==> config.mk <==
export PLATFORM = sky130hd
export DESIGN_NAME = audio_player
export DESIGN_NICKNAME = d
export VERILOG_FILES = /design/src/vmem_pkg.sv /design/src/audio_pkg.sv /design/src/audio_player.sv /design/src/audio_pdm.sv /design/src/audio_mix.sv /design/src/audio_fetch.sv /design/src/audio_channel.sv
export SDC_FILE = /design/constraint.sdc
export NUM_CORES = 1
export LEC_CHECK = 0
export ABC_AREA = 1
export BUFFER_PORTS_ARGS = -buffer_cell sky130_fd_sc_hd__buf_2
export CAP_MARGIN = 20
export CORE_UTILIZATION = 56
export CTS_CLUSTER_SIZE = 25
export DETAILED_ROUTE_END_ITERATION = 16
export GPL_TIMING_DRIVEN = 1
export PLACE_DENSITY = 0.82
export SLEW_MARGIN = 40
export SYNTH_ARGS = -nofsm -noshare
export SYNTH_HDL_FRONTEND = slang
export SYNTH_SLANG_ARGS = --single-unit
==> constraint.sdc <==
create_clock -name clk -period 5 [get_ports clk]
set_clock_uncertainty 0.1 [all_clocks]
set_input_delay 0.25 -clock clk [delete_from_list [all_inputs] [get_ports clk]]
set_output_delay 0.25 -clock clk [all_outputs]
set_load 0.02 [all_outputs]
==> src/vmem_pkg.sv <==
// video memory types seen by the audio fetch path: word address and packed data word
`default_nettype none

package vmem_pkg;

    // word address into video memory
    typedef logic [15:0] vaddr_t;

    // memory word, high byte is played first
    typedef logic [15:0] vword_t;

endpackage

`default_nettype wire

==> src/audio_pkg.sv <==
// audio types shared by the playback stages: samples, gains, timing counts and fetch states
`default_nettype none

package audio_pkg;

    // one signed 8-bit sample, two of them are packed per memory word
    typedef logic signed [7:0] sample_t;

    // channel volume, 64 is unity gain and 127 is almost double
    typedef logic [6:0] volume_t;

    // clocks per sample minus one
    typedef logic [14:0] period_t;

    // remaining words of a sample block minus one
    typedef logic [14:0] length_t;

    // shift that divides a sample times volume product back down by unity gain
    localparam int VOL_SHIFT = 6;

    // fetch stage states
    typedef enum logic {
        FETCH_IDLE = 1'b0,      // waiting for the sequencer to want a word
        FETCH_WAIT = 1'b1       // request out, waiting for memory ack
    } fetch_st_t;

endpackage

`default_nettype wire
==> src/audio_player.sv <==
// audio player top: sequencer, fetch, mixer and two PDM DACs for one sample channel
`default_nettype none
`timescale 1ns/100ps

module audio_player
    import audio_pkg::*, vmem_pkg::*;
#(
    parameter int DAC_W = 8
)(
    input  wire logic    clk,
    input  wire logic    reset_i,
    input  wire logic    enable_i,
    input  wire logic    restart_i,
    input  wire period_t period_i,
    input  wire vaddr_t  start_i,
    input  wire length_t len_i,
    input  wire volume_t vol_l_i,
    input  wire volume_t vol_r_i,
    output logic         reload_o,
    output logic         fetch_o,
    output vaddr_t       addr_o,
    input  wire logic    ack_i,
    input  wire vword_t  word_i,
    output logic         pdm_l_o,
    output logic         pdm_r_o
);

logic             fetch_need;
vaddr_t           fetch_addr;
logic             word_valid;
vword_t           word_data;
sample_t          sample_val;
logic [DAC_W-1:0] code_l;
logic [DAC_W-1:0] code_r;

audio_channel u_channel (
    .clk          (clk),
    .reset_i      (reset_i),
    .enable_i     (enable_i),
    .restart_i    (restart_i),
    .period_i     (period_i),
    .start_i      (start_i),
    .len_i        (len_i),
    .word_valid_i (word_valid),
    .word_i       (word_data),
    .fetch_need_o (fetch_need),
    .fetch_addr_o (fetch_addr),
    .sample_o     (sample_val),
    .reload_o     (reload_o)
);

audio_fetch u_fetch (
    .clk          (clk),
    .reset_i      (reset_i),
    .need_i       (fetch_need),
    .addr_i       (fetch_addr),
    .fetch_o      (fetch_o),
    .addr_o       (addr_o),
    .ack_i        (ack_i),
    .word_i       (word_i),
    .word_valid_o (word_valid),
    .word_o       (word_data)
);

audio_mix #(
    .DAC_W (DAC_W)
) u_mix (
    .clk      (clk),
    .reset_i  (reset_i),
    .sample_i (sample_val),
    .vol_l_i  (vol_l_i),
    .vol_r_i  (vol_r_i),
    .code_l_o (code_l),
    .code_r_o (code_r)
);

// left and right DACs
audio_pdm #(
    .DAC_W (DAC_W)
) u_pdm_l (
    .clk     (clk),
    .reset_i (reset_i),
    .code_i  (code_l),
    .pulse_o (pdm_l_o)
);

audio_pdm #(
    .DAC_W (DAC_W)
) u_pdm_r (
    .clk     (clk),
    .reset_i (reset_i),
    .code_i  (code_r),
    .pulse_o (pdm_r_o)
);

endmodule

`default_nettype wire

==> src/audio_pdm.sv <==
// first-order pulse-density modulator: carry out of a code accumulator drives a 1-bit output
`default_nettype none
`timescale 1ns/100ps

module audio_pdm #(
    parameter int DAC_W = 8
)(
    input  wire logic              clk,
    input  wire logic              reset_i,
    input  wire logic [DAC_W-1:0]  code_i,
    output logic                   pulse_o
);

logic [DAC_W-1:0] acc_q;
logic [DAC_W:0]   sum;          // top bit is the carry

assign sum = {1'b0, acc_q} + {1'b0, code_i};

always_ff @(posedge clk) begin
    if (reset_i) begin
        acc_q   <= '0;
        pulse_o <= 1'b0;
    end else begin
        acc_q   <= sum[DAC_W-1:0];  // wraps, so code_i carries per 2^DAC_W cycles
        pulse_o <= sum[DAC_W];
    end
end

endmodule

`default_nettype wire

==> src/audio_mix.sv <==
// audio mixer: scales a sample by left and right volume and saturates to unsigned DAC codes
`default_nettype none
`timescale 1ns/100ps

module audio_mix
    import audio_pkg::*;
#(
    parameter int DAC_W = 8
)(
    input  wire logic          clk,
    input  wire logic          reset_i,
    input  wire sample_t       sample_i,
    input  wire volume_t       vol_l_i,
    input  wire volume_t       vol_r_i,
    output logic [DAC_W-1:0]   code_l_o,
    output logic [DAC_W-1:0]   code_r_o
);

localparam int CODE_MAX = 2**(DAC_W-1) - 1;
localparam int CODE_MIN = -(2**(DAC_W-1));
localparam logic [DAC_W-1:0] CODE_MID = {1'b1, {(DAC_W-1){1'b0}}};

logic signed [7:0]  vol_l_s;    // volumes as positive signed values
logic signed [7:0]  vol_r_s;
logic signed [15:0] prod_l;
logic signed [15:0] prod_r;

// divide by unity gain, clip to the signed code range, then flip to offset binary
function automatic logic [DAC_W-1:0] to_code(input logic signed [15:0] prod);
    logic signed [15:0] scaled;
    logic [DAC_W-1:0]   code;
    scaled = prod >>> VOL_SHIFT;        // rounds toward minus infinity
    if (scaled > CODE_MAX) begin
        code = '1;
    end else if (scaled < CODE_MIN) begin
        code = '0;
    end else begin
        code = {~scaled[DAC_W-1], scaled[DAC_W-2:0]};
    end
    return code;
endfunction

assign vol_l_s = {1'b0, vol_l_i};
assign vol_r_s = {1'b0, vol_r_i};

// stage one, products
always_ff @(posedge clk) begin
    prod_l <= sample_i * vol_l_s;
    prod_r <= sample_i * vol_r_s;
end

// stage two, registered codes
always_ff @(posedge clk) begin
    if (reset_i) begin
        code_l_o <= CODE_MID;
        code_r_o <= CODE_MID;
    end else begin
        code_l_o <= to_code(prod_l);
        code_r_o <= to_code(prod_r);
    end
end

endmodule

`default_nettype wire

==> src/audio_fetch.sv <==
// audio fetch stage: turns a word request into a memory read with request and acknowledge
`default_nettype none
`timescale 1ns/100ps

module audio_fetch
    import audio_pkg::*, vmem_pkg::*;
(
    input  wire logic   clk,
    input  wire logic   reset_i,
    input  wire logic   need_i,
    input  wire vaddr_t addr_i,
    output logic        fetch_o,
    output vaddr_t      addr_o,
    input  wire logic   ack_i,
    input  wire vword_t word_i,
    output logic        word_valid_o,
    output vword_t      word_o
);

fetch_st_t state_q;
fetch_st_t state_d;

always_comb begin
    state_d = state_q;
    case (state_q)
        FETCH_IDLE: begin
            if (need_i) begin
                state_d = FETCH_WAIT;
            end
        end
        FETCH_WAIT: begin
            if (ack_i) begin
                state_d = FETCH_IDLE;   // memory may take any number of cycles
            end
        end
        default: begin
            state_d = FETCH_IDLE;
        end
    endcase
end

always_ff @(posedge clk) begin
    if (reset_i) begin
        state_q <= FETCH_IDLE;
    end else begin
        state_q <= state_d;
    end
end

// address is captured once and held for the whole request
always_ff @(posedge clk) begin
    if (state_q == FETCH_IDLE && need_i) begin
        addr_o <= addr_i;
    end
end

assign fetch_o      = (state_q == FETCH_WAIT);
assign word_valid_o = (state_q == FETCH_WAIT) && ack_i;    // data is valid with the ack
assign word_o       = word_i;

endmodule

`default_nettype wire

==> src/audio_channel.sv <==
// audio channel sequencer: paces samples, walks the sample block and asks for packed words
`default_nettype none
`timescale 1ns/100ps

module audio_channel
    import audio_pkg::*, vmem_pkg::*;
(
    input  wire logic    clk,
    input  wire logic    reset_i,
    input  wire logic    enable_i,
    input  wire logic    restart_i,
    input  wire period_t period_i,
    input  wire vaddr_t  start_i,
    input  wire length_t len_i,
    input  wire logic    word_valid_i,
    input  wire vword_t  word_i,
    output logic         fetch_need_o,
    output vaddr_t       fetch_addr_o,
    output sample_t      sample_o,
    output logic         reload_o
);

logic [15:0] period_cnt;        // bit 15 set means the period expired
vaddr_t      addr_q;            // word to fetch next
length_t     len_q;             // words left after addr_q
vword_t      buf_q;             // sample buffer, next byte out sits in [15:8]
logic [1:0]  buf_ok;            // valid flags, shifted along with the bytes
logic        need_q;            // word wanted and not yet delivered
logic        restart_pend;      // block parameters must be reloaded
sample_t     sample_q;

logic        step;              // sample tick
logic        word_end;          // last byte of the word goes out on this tick
logic        restart_load;
logic        block_load;

assign step     = period_cnt[15] && enable_i;
assign word_end = step && (buf_ok == 2'b10);

// a word still in flight from before the restart is let through and dropped first
assign restart_load = restart_pend && !need_q && enable_i && !restart_i;
assign block_load   = restart_load || (word_end && (len_q == '0));

always_ff @(posedge clk) begin
    if (reset_i) begin
        period_cnt   <= '1;
        addr_q       <= '0;
        len_q        <= '0;
        buf_ok       <= 2'b00;
        need_q       <= 1'b0;
        restart_pend <= 1'b1;
        sample_q     <= '0;
        reload_o     <= 1'b0;
    end else begin
        reload_o   <= 1'b0;
        period_cnt <= period_cnt - 1'b1;

        if (step) begin
            period_cnt <= {1'b0, period_i} - 1'b1;  // next tick period_i+1 cycles on
            // with an empty buffer the last sample simply stays
            if (buf_ok[1]) begin
                sample_q    <= buf_q[15:8];
                buf_q[15:8] <= buf_q[7:0];
                buf_ok      <= {buf_ok[0], 1'b0};
            end
        end

        if (block_load) begin
            addr_q   <= start_i;    // back to the top of the block
            len_q    <= len_i;
            reload_o <= 1'b1;
        end else if (word_end) begin
            addr_q <= addr_q + 1'b1;
            len_q  <= len_q - 1'b1;
        end

        if (word_end || restart_load) begin
            need_q <= 1'b1;         // buffer is empty from here on
        end
        if (restart_load) begin
            restart_pend <= 1'b0;
        end

        if (word_valid_i) begin
            need_q <= 1'b0;
            if (!restart_pend) begin    // stale word otherwise
                buf_q  <= word_i;
                buf_ok <= 2'b11;
            end
        end

        if (restart_i || !enable_i) begin
            restart_pend   <= 1'b1;
            buf_ok         <= 2'b00;
            period_cnt[15] <= 1'b1; // first tick comes right away
        end
        if (!enable_i) begin
            sample_q <= '0;
        end
    end
end

assign fetch_need_o = need_q;
assign fetch_addr_o = addr_q;
assign sample_o     = enable_i ? sample_q : '0;     // silent while disabled

endmodule

`default_nettype wire

==> impl_summary.md <==
Run status
The run finished with clean final reports.

Critical path
The path type of the worst setup path is flop to flop. The worst-case register-to-register setup slack is 0.40 ns. Counting cells, the worst reg-to-reg path comes to 17. STA classifies the critical path startpoint as a flop. Of all nets on the critical path, the largest fanout is 9.

The worst endpoint required time is 5.22 ns. The worst setup path is captured at a flop. The launching instance or port of the critical path is u_channel.sample_q[7].

The worst flop-to-flop path endpoint is u_mix.prod_l[15]. For the worst setup path, the data arrival time is 4.82 ns. The beginning of the worst register-to-register path is u_channel.sample_q[7].

STA
Measured against its own limit, the worst slew margin works out to 0.4799. In the post-route analysis, the smallest setup slack over all paths is 0.4005 ns. Counting I/O delays and the setup requirement, the final critical path takes 4.599 ns. The final hold violation count is 0.

The fmax is 0.2174 GHz. The final number of max-transition violations is 0. The final setup violation count is 0. The slew at the pin closest to its max-slew limit is 0.7775 ns.

The worst hold slack across all endpoints is 0.02140 ns. In the finished design, the share of the clock period the worst path needs comes to 0.9199. The total negative slack is 0 ns.

Setup repair after global routing left no endpoint under its margin.

Yosys
The number of nets produced by synthesis is 1742. The distinct cell type count of the synthesized netlist is 44. The library cell with the highest instance count after synthesis is nand2_1. The share of synthesized area in the top cell type comes to 0.2007. The cell area after synthesis is 0.01147 sq mm. The register bit total from synthesis is 147. In the synthesized netlist, the number of instances is 1490. Yosys printed 0 warnings.

The mean post-synth cell area is 7.699 sq um. The sequential fraction of the synthesis area is 0.2845. The largest area contributor in the synthesized netlist is dfxtp_1. Among all flip-flop cells after synthesis, the most frequent one is dfxtp_1.

In this run, synthesis inferred 32 flip-flops with an integrated enable. The commonest cells after synthesis are nand2_1, inv_1, nor2_1, dfxtp_1, fa_1. The proportion of register bits with asynchronous set or reset after synthesis is 0.

Sorting the synthesized cells by area gives the leading types as dfxtp_1, fa_1, nand2_1.

Route
The detail route stage leaves a number of antenna-violating nets equal to 0. The routed metal-1 wirelength is 10.80 mm. The met2 routed wirelength is 11.82 mm. The detailed-route wire length per cell is 13.08 um.

Using the TritonRoute via totals, the vias-per-cell ratio works out to 5.160. The sum of routed wire length over all layers is 24.53 mm. The detailed-routing iteration count for the pre-antenna-repair pass is 5. The highest layer touched by signal routing is met4. The violation count after the first detailed-route iteration is 542. Summing over every cut layer, the via total after detailed routing is 9681.

Detailed routing placed a total of 1.506 mm of wire on met3. The number of DRC violations after detailed routing is 0.

Clock network
TritonCTS built the clock tree. Clock latency on the worst-skew pair, taken at its later pin, is 0.42 ns. The number of buffers added by the clock tree synthesis step is 17. The H-tree generated during clock tree synthesis spans 4 levels.

The tree built by TritonCTS fans out to 147 sinks. After clock tree synthesis, the clock-pin slew on the worst setup and hold paths is 0.06 ns. The tree is rooted in a clkbuf_16. After clock tree synthesis, the setup repair step added 0 buffers. The buffer depth of the longest clock path is 2.

Final layout
The number of diodes is 0. The fraction of final layout cells sized beyond drive strength 1 is 0.1235. The post-layout utilization of the core is 0.6526. The growth of design area from synthesis to finish is 12.53%. The number of nets in the finished design is 1850.

GRT
The total global routing track utilization is 0.2416. The wire length of the first global-routing pass is 42.04 mm. Entering global routing, the biggest net connects 56 pins.

The overall overflow remaining after global route is 0. The number of antenna violations at the first check in global routing came to 0. The via count of the first global-routing pass came to 9416.

Floorplan
The die height is 145.1 um. Measured along the x axis, the die boundary spans 145.1 um. In this run the count of I/O pins placed on the die edge is 101. For this configuration, the core starts out at a cell density of 0.5799.

After floorplanning, the core was divided into 51 placement rows. The floorplan step defined a core boundary enclosing 0.01978 sq mm. The die covers 0.02106 sq mm.

Min path
The cell depth of the worst min-delay path is 3. The path type of the worst min-delay path is input pin to flop. The startpoint identified for the worst hold timing path is start_i[9]. For hold timing, the worst endpoint is u_channel.fetch_addr_o[9].

Power
The total power density per cell area is 225.7 mW/mm^2. Across the VDD grid, the largest voltage drop is 0.2492 mV. The design draws 2.913 mW. Summed over all cells, the static leakage comes to 6.571 nW.

Placement
Before CTS, the worst setup slack after placement is 0.3503 ns. The congestion estimate from routability-driven global placement came to 0.9161. Input and output buffers added on the ports amount to 100. The estimated wirelength of the detail-placed design is 18.61 mm.

Flow run
Across the run, the number of max-cap violations was 0.
==> worst max-delay path, cell delays in order (launching register included) <==
cell	delay, ns
dfxtp_1	0.32
nand2_1	0.24
nor2_1	0.27
inv_1	0.12
fa_1	0.58
fa_1	0.62
fa_1	0.45
fa_1	0.55
inv_1	0.04
ha_1	0.37
a21oi_1	0.22
nor2_1	0.06
nor2_1	0.09
nor2_1	0.05
nor3_1	0.22
nand2_1	0.08
nand2_1	0.07
nand2_1	0.05
==> placed cells by master (no fill, tap or decap), drive strengths merged <==
cell	instances
nand4	10
or2	8
inv	296
o21ai	80
clkinvlp	4
fa	92
edfxtp	32
a21oi	60
nand3	68
xnor2	18
a21o	3
nor3	10
o21bai	17
o211ai	2
xor2	22
clkinv	5
dfxtp	115
o21a	6
clkbuf	19
nand2	305
nor2	218
nor3b	2
ha	79
bufinv	2
a221oi	2
buf	109
a31oi	15
dlygate4sd3	12
==> metrics by stage <==
| stage | instance area, sq um | std cells |
|---|---|---|
| after CTS | 12910 | 1876 |
| after floorplan | 11470 | 1490 |
| after detailed placement | 12190 | 1832 |
| after global placement | 12190 | 1832 |
| after global routing | 12910 | 1876 |
| final | 12910 | 1876 |
==> layer usage <==
| layer | vias to the layer above | GRT usage |
|---|---|---|
| li1 | 4802 | - |
| met1 | 4540 | 0.3122 |
| met2 | 302 | 0.4132 |
| met3 | 37 | 0.04025 |
| met4 | 0 | 0.07316 |
| met5 | - | 0 |
==> state kept, by name, summed over array words and instances, names as in the netlist, 2 cells and up <==
register                count
u_mix.prod_r               10
u_channel.buf_q            16
u_channel.period_cnt       16
u_fetch.addr_o             16
u_mix.code_l_o              8
u_channel.fetch_addr_o     16
u_channel.sample_q          8
u_channel.len_q            15
u_mix.prod_l               10
u_mix.code_r_o              8
u_channel.buf_ok            2
u_pdm_l.acc_q               8
u_pdm_r.acc_q               8
==> cell families (layout without fill, tap and decap cells) <==
kind of cell | Yosys count | in the layout | synth area share
adder cells (fa/ha/maj) | 171 | 171 | 0.2467
AND/OR/NAND/NOR | 621 | 621 | 0.2322
flip-flops | 147 | 147 | 0.2845
buffers and inverters | 326 | 447 | 0.1126
AO/OA/AOI/OAI | 185 | 185 | 0.09348
XOR/XNOR | 40 | 40 | 0.03054
==> final cells by class <==
type / count / area, sq um
clock buffers: 19 / 454.2
fillers: 1615 / 6873
inverters: 294 / 1106
flip-flops and latches: 147 / 3263
well taps: 265 / 331.6
multi-input cells: 1017 / 6917
clock inverters: 13 / 148.9
repair buffers: 121 / 688.2
==> report_power, final <==
group / total (mW) / internal [mW] / leakage (nW) / switching, mW
registers: 1.29 / 1.26 / 1.24 / 0.0331
clock network: 1.29 / 0.770 / 0.282 / 0.517
logic: 0.335 / 0.125 / 5.05 / 0.210
total: 2.91 / 2.15 / 6.57 / 0.760
==> how the worst max path moves through the flow <==
stage                                  end  slack, ns  cells past startpoint
after floorplan           u_mix.prod_r[14]       0.73                     18
after global placement    u_mix.prod_r[14]       0.47                     18
after detailed placement  u_mix.prod_l[15]       0.35                     18
after CTS                 u_mix.prod_l[15]       0.41                     17
after global routing      u_mix.prod_l[12]       0.13                     16
final                     u_mix.prod_l[15]       0.40                     17
==> timing repair <==
action / CTS / global route
gates resized for setup: 0 / 0
hold buffers: 12 / 0
hold endpoints to repair: 13 / 0
Power figures use the tool's default switching activity.
